===== src/verilog/core.sv =====
// Core type and encoding package
`default_nettype none

package core;

    // basic data types.
    typedef logic [31:0] word_t;  // data, address and instruction word.
    typedef logic [4:0]  addr_t;  // register file index.

    // major opcodes of the supported instruction subset.
    typedef enum logic [6:0] {
        OPC_OP     = 7'b0110011,  // register-register alu operation.
        OPC_OP_IMM = 7'b0010011,  // register-immediate alu operation.
        OPC_LOAD   = 7'b0000011,  // word load.
        OPC_STORE  = 7'b0100011,  // word store.
        OPC_BRANCH = 7'b1100011,  // conditional branch.
        OPC_JAL    = 7'b1101111,  // jump and link.
        OPC_LUI    = 7'b0110111   // load upper immediate.
    } opcode_e;

    // operations the alu can perform.
    typedef enum logic [2:0] {
        ALU_ADD,  // addition, also used for effective addresses.
        ALU_SUB,  // subtraction.
        ALU_AND,  // bitwise and.
        ALU_OR,   // bitwise or.
        ALU_XOR,  // bitwise exclusive or.
        ALU_SLT,  // signed set-less-than.
        ALU_SLL,  // logical shift left.
        ALU_SRL   // logical shift right.
    } alu_op_e;

    // what the memory stage has to do with its instruction.
    typedef enum logic [1:0] {
        MEM_NONE,  // result goes straight to the write port.
        MEM_LOAD,  // read a word from the bus.
        MEM_STORE  // write a word to the bus.
    } mem_op_e;

    // funct3 values of the alu instructions.
    localparam logic [2:0] F3_ADD = 3'b000;  // add and sub share this code.
    localparam logic [2:0] F3_SLL = 3'b001;  // shift left.
    localparam logic [2:0] F3_SLT = 3'b010;  // signed compare.
    localparam logic [2:0] F3_XOR = 3'b100;  // exclusive or.
    localparam logic [2:0] F3_SRL = 3'b101;  // shift right logical.
    localparam logic [2:0] F3_OR  = 3'b110;  // or.
    localparam logic [2:0] F3_AND = 3'b111;  // and.

    // funct3 values of the branches.
    localparam logic [2:0] F3_BEQ = 3'b000;  // branch if equal.
    localparam logic [2:0] F3_BNE = 3'b001;  // branch if not equal.

    // funct7 value that turns add into sub.
    localparam logic [6:0] F7_SUB = 7'b0100000;

    // byte distance between consecutive instructions.
    localparam logic [31:0] INST_BYTES = 32'd4;

endpackage

`default_nettype wire


===== src/verilog/fetch.sv =====
// Instruction fetch stage
`timescale 1ns/1ps
`default_nettype none

module fetch #(
    parameter core::word_t RESET_ADDR = '0
) (
    input  logic        clk,
    input  logic        rst_n,
    input  logic        redirect,
    input  core::word_t redirect_target,
    input  logic        inst_take,
    input  logic        fetch_gnt,
    input  logic        fetch_valid,
    input  core::word_t fetch_rdata,
    output logic        fetch_req,
    output core::word_t fetch_addr,
    output logic        inst_valid,
    output core::word_t inst,
    output core::word_t inst_pc
);
    import core::*;

    logic  running;    // low for the first cycle after reset so no request leaks out.
    word_t pc;         // address of the next instruction to request.
    logic  buf_valid;  // the one-entry buffer holds an instruction.
    word_t buf_inst;
    word_t buf_pc;
    logic  pend;       // a read is in flight and still wanted.
    word_t pend_addr;  // address of that read.
    logic  resp;       // the wanted read returns this cycle.
    logic  granted;    // a request leaves this cycle.

    assign resp       = pend && fetch_valid;                      // stale data is ignored.
    assign inst_valid = buf_valid || resp;                        // fresh data is shown at once.
    assign inst       = buf_valid ? buf_inst : fetch_rdata;
    assign inst_pc    = buf_valid ? buf_pc : pend_addr;
    assign fetch_addr = pc;
    assign granted    = fetch_req && fetch_gnt;

    // ask again only when the slot frees up and nothing is still on its way back.
    assign fetch_req = running && (!inst_valid || inst_take) && (!pend || fetch_valid);

    always_ff @(posedge clk) begin
        if (!rst_n) begin
            running   <= 1'b0;
            pc        <= RESET_ADDR;  // first request goes to the reset address.
            pend      <= 1'b0;
            buf_valid <= 1'b0;
        end else begin
            running <= 1'b1;
            if (redirect) begin
                pc        <= redirect_target;  // a taken branch or jal wins over the increment.
                pend      <= 1'b0;             // any read already issued is dropped.
                buf_valid <= 1'b0;
            end else begin
                if (granted) pc <= pc + INST_BYTES;
                if (granted) pend <= 1'b1;
                else if (fetch_valid) pend <= 1'b0;
                if (resp && !inst_take) buf_valid <= 1'b1;  // park what execute did not take.
                else if (inst_take) buf_valid <= 1'b0;
            end
        end
    end

    always_ff @(posedge clk) begin
        if (granted) pend_addr <= pc;  // remember where the outstanding read came from.
        if (resp && !inst_take) begin
            buf_inst <= fetch_rdata;
            buf_pc   <= pend_addr;
        end
    end

endmodule

`default_nettype wire


===== src/verilog/regfile.sv =====
// Integer register file
`timescale 1ns/1ps
`default_nettype none

module regfile (
    input  logic        clk,
    input  core::addr_t rs1_addr,
    input  core::addr_t rs2_addr,
    output core::word_t rs1_data,
    output core::word_t rs2_data,
    input  logic        wb_en,
    input  core::addr_t wb_addr,
    input  core::word_t wb_data
);
    import core::*;

    word_t regs [32];  // x0 is never written and reads as zero below.

    // reads are combinational so execute sees the operands in the same cycle.
    always_comb begin
        if (rs1_addr == '0) rs1_data = '0;
        else rs1_data = regs[rs1_addr];
        if (rs2_addr == '0) rs2_data = '0;
        else rs2_data = regs[rs2_addr];
    end

    // a write lands at the end of the cycle it is presented in.
    always_ff @(posedge clk) begin
        if (wb_en && wb_addr != '0) begin
            regs[wb_addr] <= wb_data;  // writes to x0 are dropped.
        end
    end

endmodule

`default_nettype wire


===== src/verilog/execute.sv =====
// Decode and execute stage
`timescale 1ns/1ps
`default_nettype none

module execute (
    input  logic          clk,
    input  logic          rst_n,
    input  logic          inst_valid,
    input  core::word_t   inst,
    input  core::word_t   inst_pc,
    output logic          inst_take,
    output core::addr_t   rs1_addr,
    output core::addr_t   rs2_addr,
    input  core::word_t   rs1_data,
    input  core::word_t   rs2_data,
    input  logic          wb_en,
    input  core::addr_t   wb_addr,
    input  core::word_t   wb_data,
    input  logic          m_ready,
    output logic          m_valid,
    output core::mem_op_e m_op,
    output logic          m_rd_en,
    output core::addr_t   m_rd,
    output core::word_t   m_result,
    output core::word_t   m_store_data,
    output logic          redirect,
    output core::word_t   redirect_target
);
    import core::*;

    opcode_e    opcode;
    alu_op_e    f3_op;   // alu operation selected by funct3 alone.
    alu_op_e    alu_op;
    mem_op_e    mem_op;
    addr_t      rd;
    logic [2:0] funct3;
    logic [6:0] funct7;
    word_t      imm_i, imm_s, imm_b, imm_u, imm_j;
    word_t      op_a, op_b, alu_b, alu_result, result;
    logic       rd_en, is_jal, branch_taken;

    // instruction fields.
    assign opcode   = opcode_e'(inst[6:0]);
    assign rd       = inst[11:7];
    assign funct3   = inst[14:12];
    assign funct7   = inst[31:25];
    assign rs1_addr = inst[19:15];
    assign rs2_addr = inst[24:20];

    // sign-extended immediates of each format.
    assign imm_i = {{20{inst[31]}}, inst[31:20]};
    assign imm_s = {{20{inst[31]}}, inst[31:25], inst[11:7]};
    assign imm_b = {{19{inst[31]}}, inst[31], inst[7], inst[30:25], inst[11:8], 1'b0};
    assign imm_u = {inst[31:12], 12'b0};
    assign imm_j = {{11{inst[31]}}, inst[31], inst[19:12], inst[20], inst[30:21], 1'b0};

    // the write port is newer than the register file, including a load finishing now.
    assign op_a = (wb_en && wb_addr == rs1_addr && rs1_addr != '0) ? wb_data : rs1_data;
    assign op_b = (wb_en && wb_addr == rs2_addr && rs2_addr != '0) ? wb_data : rs2_data;

    always_comb begin
        case (funct3)
            F3_ADD:  f3_op = ALU_ADD;
            F3_SLL:  f3_op = ALU_SLL;
            F3_SLT:  f3_op = ALU_SLT;
            F3_XOR:  f3_op = ALU_XOR;
            F3_SRL:  f3_op = ALU_SRL;
            F3_OR:   f3_op = ALU_OR;
            F3_AND:  f3_op = ALU_AND;
            default: f3_op = ALU_ADD;  // unsigned compare is not part of the subset.
        endcase
    end

    always_comb begin
        alu_op = ALU_ADD;  // loads and stores only need an address sum.
        mem_op = MEM_NONE;
        rd_en  = 1'b0;
        alu_b  = imm_i;
        case (opcode)
            OPC_OP: begin
                rd_en  = 1'b1;
                alu_b  = op_b;
                alu_op = (funct3 == F3_ADD && funct7 == F7_SUB) ? ALU_SUB : f3_op;
            end
            OPC_OP_IMM: begin
                rd_en  = 1'b1;
                alu_op = f3_op;  // shift amount sits in the low immediate bits.
            end
            OPC_LOAD: begin
                rd_en  = 1'b1;
                mem_op = MEM_LOAD;
            end
            OPC_STORE: begin
                mem_op = MEM_STORE;
                alu_b  = imm_s;
            end
            OPC_LUI, OPC_JAL: rd_en = 1'b1;
            default: ;  // branches and unknown words write nothing.
        endcase
    end

    always_comb begin
        case (alu_op)
            ALU_ADD: alu_result = op_a + alu_b;
            ALU_SUB: alu_result = op_a - alu_b;
            ALU_AND: alu_result = op_a & alu_b;
            ALU_OR:  alu_result = op_a | alu_b;
            ALU_XOR: alu_result = op_a ^ alu_b;
            ALU_SLT: alu_result = {31'b0, $signed(op_a) < $signed(alu_b)};
            ALU_SLL: alu_result = op_a << alu_b[4:0];
            ALU_SRL: alu_result = op_a >> alu_b[4:0];
        endcase
    end

    // control flow is resolved here, so only the jump itself is ever consumed before the flush.
    assign is_jal       = opcode == OPC_JAL;
    assign branch_taken = opcode == OPC_BRANCH &&
                          ((funct3 == F3_BEQ && op_a == op_b) ||
                           (funct3 == F3_BNE && op_a != op_b));

    assign inst_take       = inst_valid && m_ready;  // consume and issue in one cycle.
    assign redirect        = inst_take && (is_jal || branch_taken);
    assign redirect_target = inst_pc + (is_jal ? imm_j : imm_b);

    // link value for jal, upper immediate for lui, alu output for the rest.
    assign result = is_jal ? inst_pc + INST_BYTES : (opcode == OPC_LUI ? imm_u : alu_result);

    always_ff @(posedge clk) begin
        if (!rst_n) m_valid <= 1'b0;
        else m_valid <= inst_take;  // one strobe per issued instruction.
    end

    always_ff @(posedge clk) begin
        if (inst_take) begin
            m_op         <= mem_op;
            m_rd_en      <= rd_en;
            m_rd         <= rd;
            m_result     <= result;
            m_store_data <= op_b;
        end
    end

endmodule

`default_nettype wire


===== src/verilog/memory.sv =====
// Memory access and writeback stage
`timescale 1ns/1ps
`default_nettype none

module memory (
    input  logic          clk,
    input  logic          rst_n,
    input  logic          m_valid,
    input  core::mem_op_e m_op,
    input  logic          m_rd_en,
    input  core::addr_t   m_rd,
    input  core::word_t   m_result,
    input  core::word_t   m_store_data,
    output logic          m_ready,
    output logic          mem_stage_req,
    output logic          mem_stage_we,
    output core::word_t   mem_stage_addr,
    output core::word_t   mem_stage_wdata,
    input  logic          load_valid,
    input  core::word_t   load_rdata,
    output logic          wb_en,
    output core::addr_t   wb_addr,
    output core::word_t   wb_data
);
    import core::*;

    logic  ld_wait;   // load data comes back this cycle.
    logic  ld_rd_en;
    addr_t ld_rd;

    // the bus has priority for this stage, so the request goes out the cycle after issue.
    assign mem_stage_req   = m_valid && m_op != MEM_NONE;
    assign mem_stage_we    = m_valid && m_op == MEM_STORE;
    assign mem_stage_addr  = m_result;
    assign mem_stage_wdata = m_store_data;
    assign m_ready         = !(m_valid && m_op == MEM_LOAD);  // hold execute off one cycle.

    always_comb begin
        if (ld_wait) begin
            wb_en   = load_valid && ld_rd_en && ld_rd != '0;
            wb_addr = ld_rd;
            wb_data = load_rdata;
        end else begin
            wb_en   = m_valid && m_op == MEM_NONE && m_rd_en && m_rd != '0;
            wb_addr = m_rd;
            wb_data = m_result;  // alu, lui or link value.
        end
    end

    always_ff @(posedge clk) begin
        if (!rst_n) begin
            ld_wait <= 1'b0;
        end else begin
            ld_wait <= m_valid && m_op == MEM_LOAD;
        end
    end

    always_ff @(posedge clk) begin
        if (m_valid && m_op == MEM_LOAD) begin
            ld_rd_en <= m_rd_en;  // destination of the load that is in flight.
            ld_rd    <= m_rd;
        end
    end

endmodule

`default_nettype wire


===== src/verilog/arbitrate.sv =====
// Shared memory bus arbiter
`timescale 1ns/1ps
`default_nettype none

module arbitrate (
    input  logic        clk,
    input  logic        rst_n,
    input  logic        mem_stage_req,
    input  logic        mem_stage_we,
    input  core::word_t mem_stage_addr,
    input  core::word_t mem_stage_wdata,
    input  logic        fetch_req,
    input  core::word_t fetch_addr,
    output logic        fetch_gnt,
    output logic        fetch_valid,
    output logic        load_valid,
    output core::word_t fetch_rdata,
    output core::word_t load_rdata,
    output logic        mem_req,
    output logic        mem_we,
    output core::word_t mem_addr,
    output core::word_t mem_wdata,
    input  core::word_t mem_rdata
);

    // which requester the read of last cycle belongs to.
    typedef enum logic [1:0] {
        OWN_NONE,
        OWN_FETCH,
        OWN_LOAD
    } owner_e;

    owner_e owner;

    assign fetch_gnt = fetch_req && !mem_stage_req;  // the memory stage always wins.
    assign mem_req   = mem_stage_req || fetch_req;
    assign mem_we    = mem_stage_req && mem_stage_we;  // fetch never writes.
    assign mem_addr  = mem_stage_req ? mem_stage_addr : fetch_addr;
    assign mem_wdata = mem_stage_wdata;

    // read data arrives one cycle after the request and is steered by the owner.
    assign fetch_valid = owner == OWN_FETCH;
    assign load_valid  = owner == OWN_LOAD;
    assign fetch_rdata = mem_rdata;
    assign load_rdata  = mem_rdata;

    always_ff @(posedge clk) begin
        if (!rst_n) owner <= OWN_NONE;
        else if (mem_stage_req && !mem_stage_we) owner <= OWN_LOAD;
        else if (fetch_gnt) owner <= OWN_FETCH;
        else owner <= OWN_NONE;  // stores and idle cycles return nothing.
    end

endmodule

`default_nettype wire


===== src/verilog/cpu.sv =====
// Three-stage core top level
`timescale 1ns/1ps
`default_nettype none

module cpu #(
    parameter core::word_t RESET_ADDR = '0
) (
    input  logic        clk,
    input  logic        rst_n,
    output logic        mem_req,
    output logic        mem_we,
    output core::word_t mem_addr,
    output core::word_t mem_wdata,
    input  core::word_t mem_rdata
);
    import core::*;

    // fetch to execute.
    logic    inst_valid, inst_take, redirect;
    word_t   inst, inst_pc, redirect_target;

    // fetch side of the bus.
    logic    fetch_req, fetch_gnt, fetch_valid;
    word_t   fetch_addr, fetch_rdata;

    // register file read ports.
    addr_t   rs1_addr, rs2_addr;
    word_t   rs1_data, rs2_data;

    // execute to memory.
    logic    m_valid, m_ready, m_rd_en;
    mem_op_e m_op;
    addr_t   m_rd;
    word_t   m_result, m_store_data;

    // memory stage side of the bus.
    logic    mem_stage_req, mem_stage_we, load_valid;
    word_t   mem_stage_addr, mem_stage_wdata, load_rdata;

    // write port, shared by the register file and forwarding.
    logic    wb_en;
    addr_t   wb_addr;
    word_t   wb_data;

    fetch #(
        .RESET_ADDR(RESET_ADDR)
    ) u_fetch (.*);

    regfile u_regfile (.*);

    execute u_execute (.*);

    memory u_memory (.*);

    arbitrate u_arbitrate (.*);

endmodule

`default_nettype wire


===== config.mk =====
export PLATFORM = sky130hd
export DESIGN_NAME = cpu
export DESIGN_NICKNAME = d
export VERILOG_FILES = /design/src/verilog/core.sv /design/src/verilog/fetch.sv /design/src/verilog/regfile.sv /design/src/verilog/execute.sv /design/src/verilog/memory.sv /design/src/verilog/arbitrate.sv /design/src/verilog/cpu.sv
export SDC_FILE = /design/constraint.sdc
export NUM_CORES = 2
export LEC_CHECK = 0
export BUFFER_PORTS_ARGS = -buffer_cell sky130_fd_sc_hd__buf_2
export CAP_MARGIN = 10
export CORE_ASPECT_RATIO = 0.8
export CORE_UTILIZATION = 52
export CTS_CLUSTER_SIZE = 10
export DETAILED_ROUTE_END_ITERATION = 10
export HOLD_SLACK_MARGIN = 0.06
export PLACE_DENSITY = 0.68
export SLEW_MARGIN = 20
export SYNTH_ARGS = -nofsm -noshare
export SYNTH_HDL_FRONTEND = slang
export SYNTH_HIERARCHICAL = 1
export SYNTH_SLANG_ARGS = --single-unit

===== constraint.sdc =====
create_clock -name clk -period 15.58 [get_ports clk]
set_input_delay 2.337 -clock clk [delete_from_list [all_inputs] [get_ports clk]]
set_output_delay 2.337 -clock clk [all_outputs]
set_load 0.02 [all_outputs]

Word-level counts from Yosys, hierarchy flattened
Memories as Yosys holds them, arrays and structs flattened.
Index checks and enable logic that the tools add are counted.
Word-level totals
  register bits: 213
  bits in latches: 0
  RAM bits: 1024
  memory bits (read-only): 0
  input port bits: 34
  output and inout bits: 66
  word-level logic and storage cells: 147
  memories: 1
Memory list
  u_regfile.regs: depth 32, bits a word 32, rd ports 2, clocked after memory_dff 0, wr ports 1, line regfile.sv:17  | word_t regs [32];
Operators by class
  add/subtract/negate cells: 5
  multipliers: 0
  div/mod/pow operators: 0
  order comparisons: 1
  equality and inequality tests: 29
  shift-type cells: 2
  mux-type cells: 31
  bitwise gates (word level): 4
  reduce and logical (&&, ||, !) cells: 56
Operators with widths (count)
  32-bit 2-to-1 mux: 12
  32-bit one-hot mux with 8 select lines: 1
  32-bit by 3-bit adder with 32-bit output, second input constant: 2
  32-bit adder: 2
  32-bit one-hot mux with 2 select lines: 1
  32-bit AND: 1
  32-bit equality test: 1
  32-bit < comparator: 1
  32-bit != test: 1
  32-bit bitwise OR: 1
  32-bit by 5-bit left shift with 32-bit output: 1
  32-bit by 5-bit right shift with 32-bit output: 1
  32-bit subtractor: 1
  32-bit bitwise XOR: 1
  7-bit by 6-bit equality test with 1-bit output, second input constant: 4
  1-bit logical AND: 27
  5-bit nonzero test: 5
  3-bit equality test, second input constant: 8
  20-bit 2-to-1 mux: 1
  3-bit one-hot mux with 6 select lines: 1
  7-bit equality test, second input constant: 2
  5-bit equality test: 2
  5-bit zero test: 2
  1-bit 2-to-1 mux: 10
  other kinds (19): 39

Depth between registers and ports, before layout
  depth in word-level cells: 15
  gate-level depth with buffers: 31
  depth with buffers taken out: 22

Cells and area by module
Netlist, hierarchy kept.
By module, submodules not included
  regfile: instances 1, cells an instance 2564, area each 47904.7 sq um, sequential area each 30749.5 sq um
  execute: instances 1, cells an instance 2056, area each 15267.1 sq um, sequential area each 2182.1 sq um
  fetch: instances 1, cells an instance 395, area each 5693.0 sq um, sequential area each 3583.4 sq um
  arbitrate: instances 1, cells an instance 141, area each 1326.3 sq um, sequential area each 40.0 sq um
  memory: instances 1, cells an instance 125, area each 1197.4 sq um, sequential area each 200.2 sq um

Least setup slack after synthesis
No wires, ideal clock.
  path kind: input to register
  start point: in mem_rdata[24]
  end point: reg u_execute.m_result[28] (data pin)
  setup time: 268 ps
  data arrival time: 7777 ps
  slack: 7535 ps
  stages on the path: 29
  path buffers: 10
  cell sequence: buf_4 -> mux2_2 -> buf_4 -> clkbuf_1 -> or2_2 -> clkbuf_1 -> or4_4 -> clkbuf_1 -> o21ai_0 -> a311oi_1 -> o311ai_0 -> and3_1 -> buf_6 -> buf_6 -> buf_2 -> buf_1 -> ha_1 -> clkbuf_1 -> o21ba_2 -> or4_1 -> o211ai_1 -> o211ai_1 -> o31ai_1 -> a221oi_1 -> o21bai_1 -> xnor2_1 -> nor2_1 -> a2111oi_2 -> a21oi_1
On the way
  elaborated cells on any way between the ends: 22
  classes of those cells: 2 x add/sub; 1 x eq/ne; 2 x shift; 9 x mux; 3 x bitwise; 4 x reduce/logical; 1 x memory
RTL lines
  start: declaration: line cpu.sv:14  | input core::word_t mem_rdata
  32-bit 2-to-1 mux *: line fetch.sv:36  | assign inst = buf_valid ? buf_inst : fetch_rdata;
  net inst[24]: line cpu.sv:20  | word_t inst, inst_pc, redirect_target;
  memory 32 x 32 bit / 5-bit zero test (equally long branches)
  32-bit 2-to-1 mux *: line regfile.sv:23  | if (rs2_addr == '0) rs2_data = '0;
  net rs2_data[2]: line cpu.sv:28  | word_t rs1_data, rs2_data;
  32-bit 2-to-1 mux *: line execute.sv:59  | assign op_b = (wb_en && wb_addr == rs2_addr && rs2_addr != '0) ? wb_data : rs2_data;
  32-bit one-hot mux with 2 select lines *: line execute.sv:79  | case (opcode)
  32-bit subtractor (tied with other cells): line execute.sv:105  | ALU_SUB: alu_result = op_a - alu_b;
  32-bit one-hot mux with 8 select lines *: line execute.sv:103  | case (alu_op)
  32-bit 2-to-1 mux * (2 in a row): line execute.sv:126  | assign result = is_jal ? inst_pc + INST_BYTES : (opcode == OPC_LUI ? imm_u : alu_result);
  net u_execute.result[28]: line execute.sv:39  | word_t op_a, op_b, alu_b, alu_result, result;
  end signal: assignment: line execute.sv:138  | m_result <= result;
  end: declaration: line execute.sv:24  | output core::word_t m_result,
The timed path passes the listed nets; every way through them passes the cells marked *.
A chain may end at the register's enable or synchronous reset.

Worst setup path after layout
  start point: in mem_rdata[21]
  end point: reg u_execute.m_result[30] (data pin)
Same word-level chain as after synthesis.

==> results.sh <==
export IMPL_vias_per_cell=7.49
export IMPL_layout_min_cycle_time_ns=10.03
export IMPL_post_route_period_util=0.644
export IMPL_p_per_area_nw_per_um2=110
export IMPL_syn_inst=5281
export IMPL_swShare=0.298
export IMPL_netlist_area_um2=71400
export IMPL_p_int_w=0.00592
export IMPL_cts_buffers_inserted=144
export IMPL_insertion_delay_ns=0.82
export IMPL_yosysWarningCount=6
export IMPL_drc=0
export IMPL_ys_types=121
export IMPL_p_sw_w=0.00251
export IMPL_tritoncts="yes"
export IMPL_combPwrFrac=0.198
export IMPL_root_buffer="clkbuf_16"
export IMPL_seqPwrFrac=0.440
export IMPL_slew_headroom=0.157
export IMPL_post_dp_hpwl_mm=181
export IMPL_tightest_slew_ns=1.25
export IMPL_crit_chain="buf_2, mux2_8, buf_12, or4_4, o21ai_0, a311oi_1, o31ai_4, a21o_1, buf_4, nand2_4, ha_1, inv_1, fa_1, o21ba_2, or4_1, o211ai_1, o211ai_1, o31ai_1, a221oi_1, o21ai_0, a21o_1, o21ai_0, o21ai_0, o22ai_1"
export IMPL_rsz0062_at_grt="false"
export IMPL_synth_seq_cells=1237
export IMPL_ir_drop_v=0.0000905
export IMPL_globalRouteTotalUtil=0.392
export IMPL_post_cts_buffers=0
export IMPL_cp_end_kind="flip-flop"
export IMPL_cpMostUsedCell="o21ai_0"
export IMPL_dr_pass1_iters=10
export IMPL_postCtsHoldBufs=0
export IMPL_synth_area_per_cell_um2=13.5
export IMPL_cp_max_fo=99
export IMPL_synth_edf_count=1198
export IMPL_coreArea_um2=136000
export IMPL_max_clock_path_buffers=3
export IMPL_drtIter0Drc=9017
export IMPL_arrival_ns=10.54
export IMPL_slew_viol_final=0
export IMPL_synth_flop_cell="edfxtp_1"
export IMPL_routed_wl_mm=277
export IMPL_max_stage_delay_ns=0.72
export IMPL_antenna_found_initial=11
export IMPL_holdCritPathClass="reg -> reg"
export IMPL_setup_tns_final_ns=0
export IMPL_setup_ws_ns=5.55
export IMPL_grt_pass1_wl_mm=380
export IMPL_vias=52300
export IMPL_start_util=0.525
export IMPL_path_class="in -> reg"
export IMPL_setup_viol=0
export IMPL_clkPwrFrac=0.362
export IMPL_die_area_um2=139000
export IMPL_cp_slowest_cell="a311oi_1"
export IMPL_p_total_w=0.00843
export IMPL_grt_max_degree=131
export IMPL_dp_slack_ns=5.16
export IMPL_cts_sinks=1237
export IMPL_io_pin_count=100
export IMPL_cts_clk_slew_worst_paths_ns=0.05
export IMPL_required_ns=16.09
export IMPL_start_kind="primary input"
export IMPL_seq_area_frac_synth=0.515
export IMPL_hold_violations=0
export IMPL_cts_repair_resized=0
export IMPL_status="finished clean"
export IMPL_antenna_left=0
export IMPL_syn_to_final_growth_pct=7.25
export IMPL_cts_max_level=4
export IMPL_fin_worst_skew_ns=0.0500
export IMPL_die_h_um=333
export IMPL_nNetsFinal=5314
export IMPL_portBuffers=99
export IMPL_grt_pass1_vias=48600
export IMPL_reg2reg_setup_slack_ns=6.20
export IMPL_drv_cap=0
export IMPL_wl_per_cell_um=39.6
export IMPL_grt_ovfl_total=0
export IMPL_gp_congestion=1.07
export IMPL_async_reset_ff_frac=0
export IMPL_fmax_ghz=0.0997
export IMPL_final_layout_size_suffix_gt1_frac=0.221
export IMPL_die_w_um=416
export IMPL_rows=121
export IMPL_power_leakage_nw=26.1
## registers in the layout, indices dropped and copies added, names as in the netlist
register,flops
u_arbitrate/owner,2
u_execute/m_op,2
u_execute/m_rd,5
u_execute/m_rd_en,1
u_execute/m_result,32
u_execute/m_store_data,32
u_execute/m_valid,1
u_fetch/buf_inst,32
u_fetch/buf_pc,32
u_fetch/buf_valid,1
u_fetch/fetch_addr,32
u_fetch/pend,1
u_fetch/pend_addr,32
u_fetch/running,1
u_memory/ld_rd,5
u_memory/ld_rd_en,1
u_memory/ld_wait,1
u_regfile/regs,1024
## worst paths after layout
kind                                                 startpoint                               end  cells past startpoint
worst max-delay path                              mem_rdata[21]  u_execute/m_result[30]$_DFFE_PP_                     24
worst min-delay path            u_fetch/pend_addr[21]$_DFFE_PP_      u_fetch/buf_pc[21]$_DFFE_PP_                      0
worst max register to register   u_fetch/buf_valid$_SDFFE_PP0P_  u_execute/m_result[30]$_DFFE_PP_                     24
worst min register to register  u_fetch/pend_addr[21]$_DFFE_PP_      u_fetch/buf_pc[21]$_DFFE_PP_                      0
## final cells by class
cell class,count,area [um^2]
clock buffers,172,3740
flip-flops and latches,1237,36800
fillers,10800,59500
diodes,6,15.0
multi-input cells,3404,31500
clock inverters,19,283
inverters,126,482
repair buffers,236,1570
well taps,1783,2230
## synth_stat cells (79+ instances only)
cell type  instances  share of area
clkbuf_1         187         0.0098
nand3_1           92         0.0064
mux2_2           220          0.035
ha_1             129          0.023
xnor2_1          120          0.015
edfxtp_1        1198           0.50
nand2_1          286          0.015
a22oi_1           79         0.0083
nor2_1           216          0.011
buf_2             92         0.0064
mux2i_1          382          0.054
buf_4            233          0.025
a211oi_1          90         0.0095
o221ai_1          79         0.0097
a21oi_1          211          0.015
o21ai_0          189          0.013
mux4_2           317           0.10
inv_1            119         0.0063
## placed cells by master, fill, tap and decap left out, types with 129 or more instances in the layout
master,synthesis,routed
nand2_1,286,286
buf_4,233,133
mux2i_1,382,382
edfxtp_1,1198,1198
mux2_2,220,213
ha_1,129,129
a21oi_1,211,211
mux4_2,317,317
clkbuf_16,0,145
nor2_1,216,180
o21ai_0,189,189
## worst max-delay path: cells and delay by family
family / cells / cell delay (ns)
AND/OR/NAND/NOR: 3 / 1.46
AO/OA/AOI/OAI: 14 / 3.93
multiplexers: 1 / 0.70
adder cells (fa/ha/maj): 2 / 0.70
buffers and inverters: 4 / 1.17
## per-stage QoR
stage	util	instance area, um^2	instances	hold slack, ns
final	0.563	76600	6983	0.444
after global routing	0.562	76600	6978	0.456
after CTS	0.562	76500	6977	0.446
after detailed placement	0.533	72500	6786	0.434
after global placement	0.533	72500	6786	0.425
after floorplan	-	71500	5312	0.422
## power by group through the flow
| stage | clock, W | combinational (W) | sequential, W |
|---|---|---|---|
| 6_report | 0.00306 | 0.00167 | 0.00371 |
| 5_1_grt | 0.00319 | 0.00170 | 0.00371 |
| 4_1_cts | 0.00307 | 0.00159 | 0.00371 |
| 3_5_place_dp | 0 | 0.00158 | 0.00377 |
| 3_3_place_gp | 0 | 0.00158 | 0.00377 |
| 2_1_floorplan | 0 | 0.00105 | 0.00376 |
## layer usage
layer / GRT usage / wire, um / part of all wire
met5: 0 / 66 / 0.00024
met4: 0.171 / 13900 / 0.050
met3: 0.137 / 41600 / 0.15
met2: 0.529 / 112000 / 0.40
met1: 0.567 / 110000 / 0.40
## cell families after synthesis
| logic type | synth area share |
|---|---|
| AND/OR/NAND/NOR | 0.0687 |
| adder cells (fa/ha/maj) | 0.0232 |
| AO/OA/AOI/OAI | 0.114 |
| flip-flops | 0.515 |
| buffers and inverters | 0.0522 |
| other | 0.0000525 |
| XOR/XNOR | 0.0185 |
| multiplexers | 0.209 |
Power figures use the tool's default switching activity.
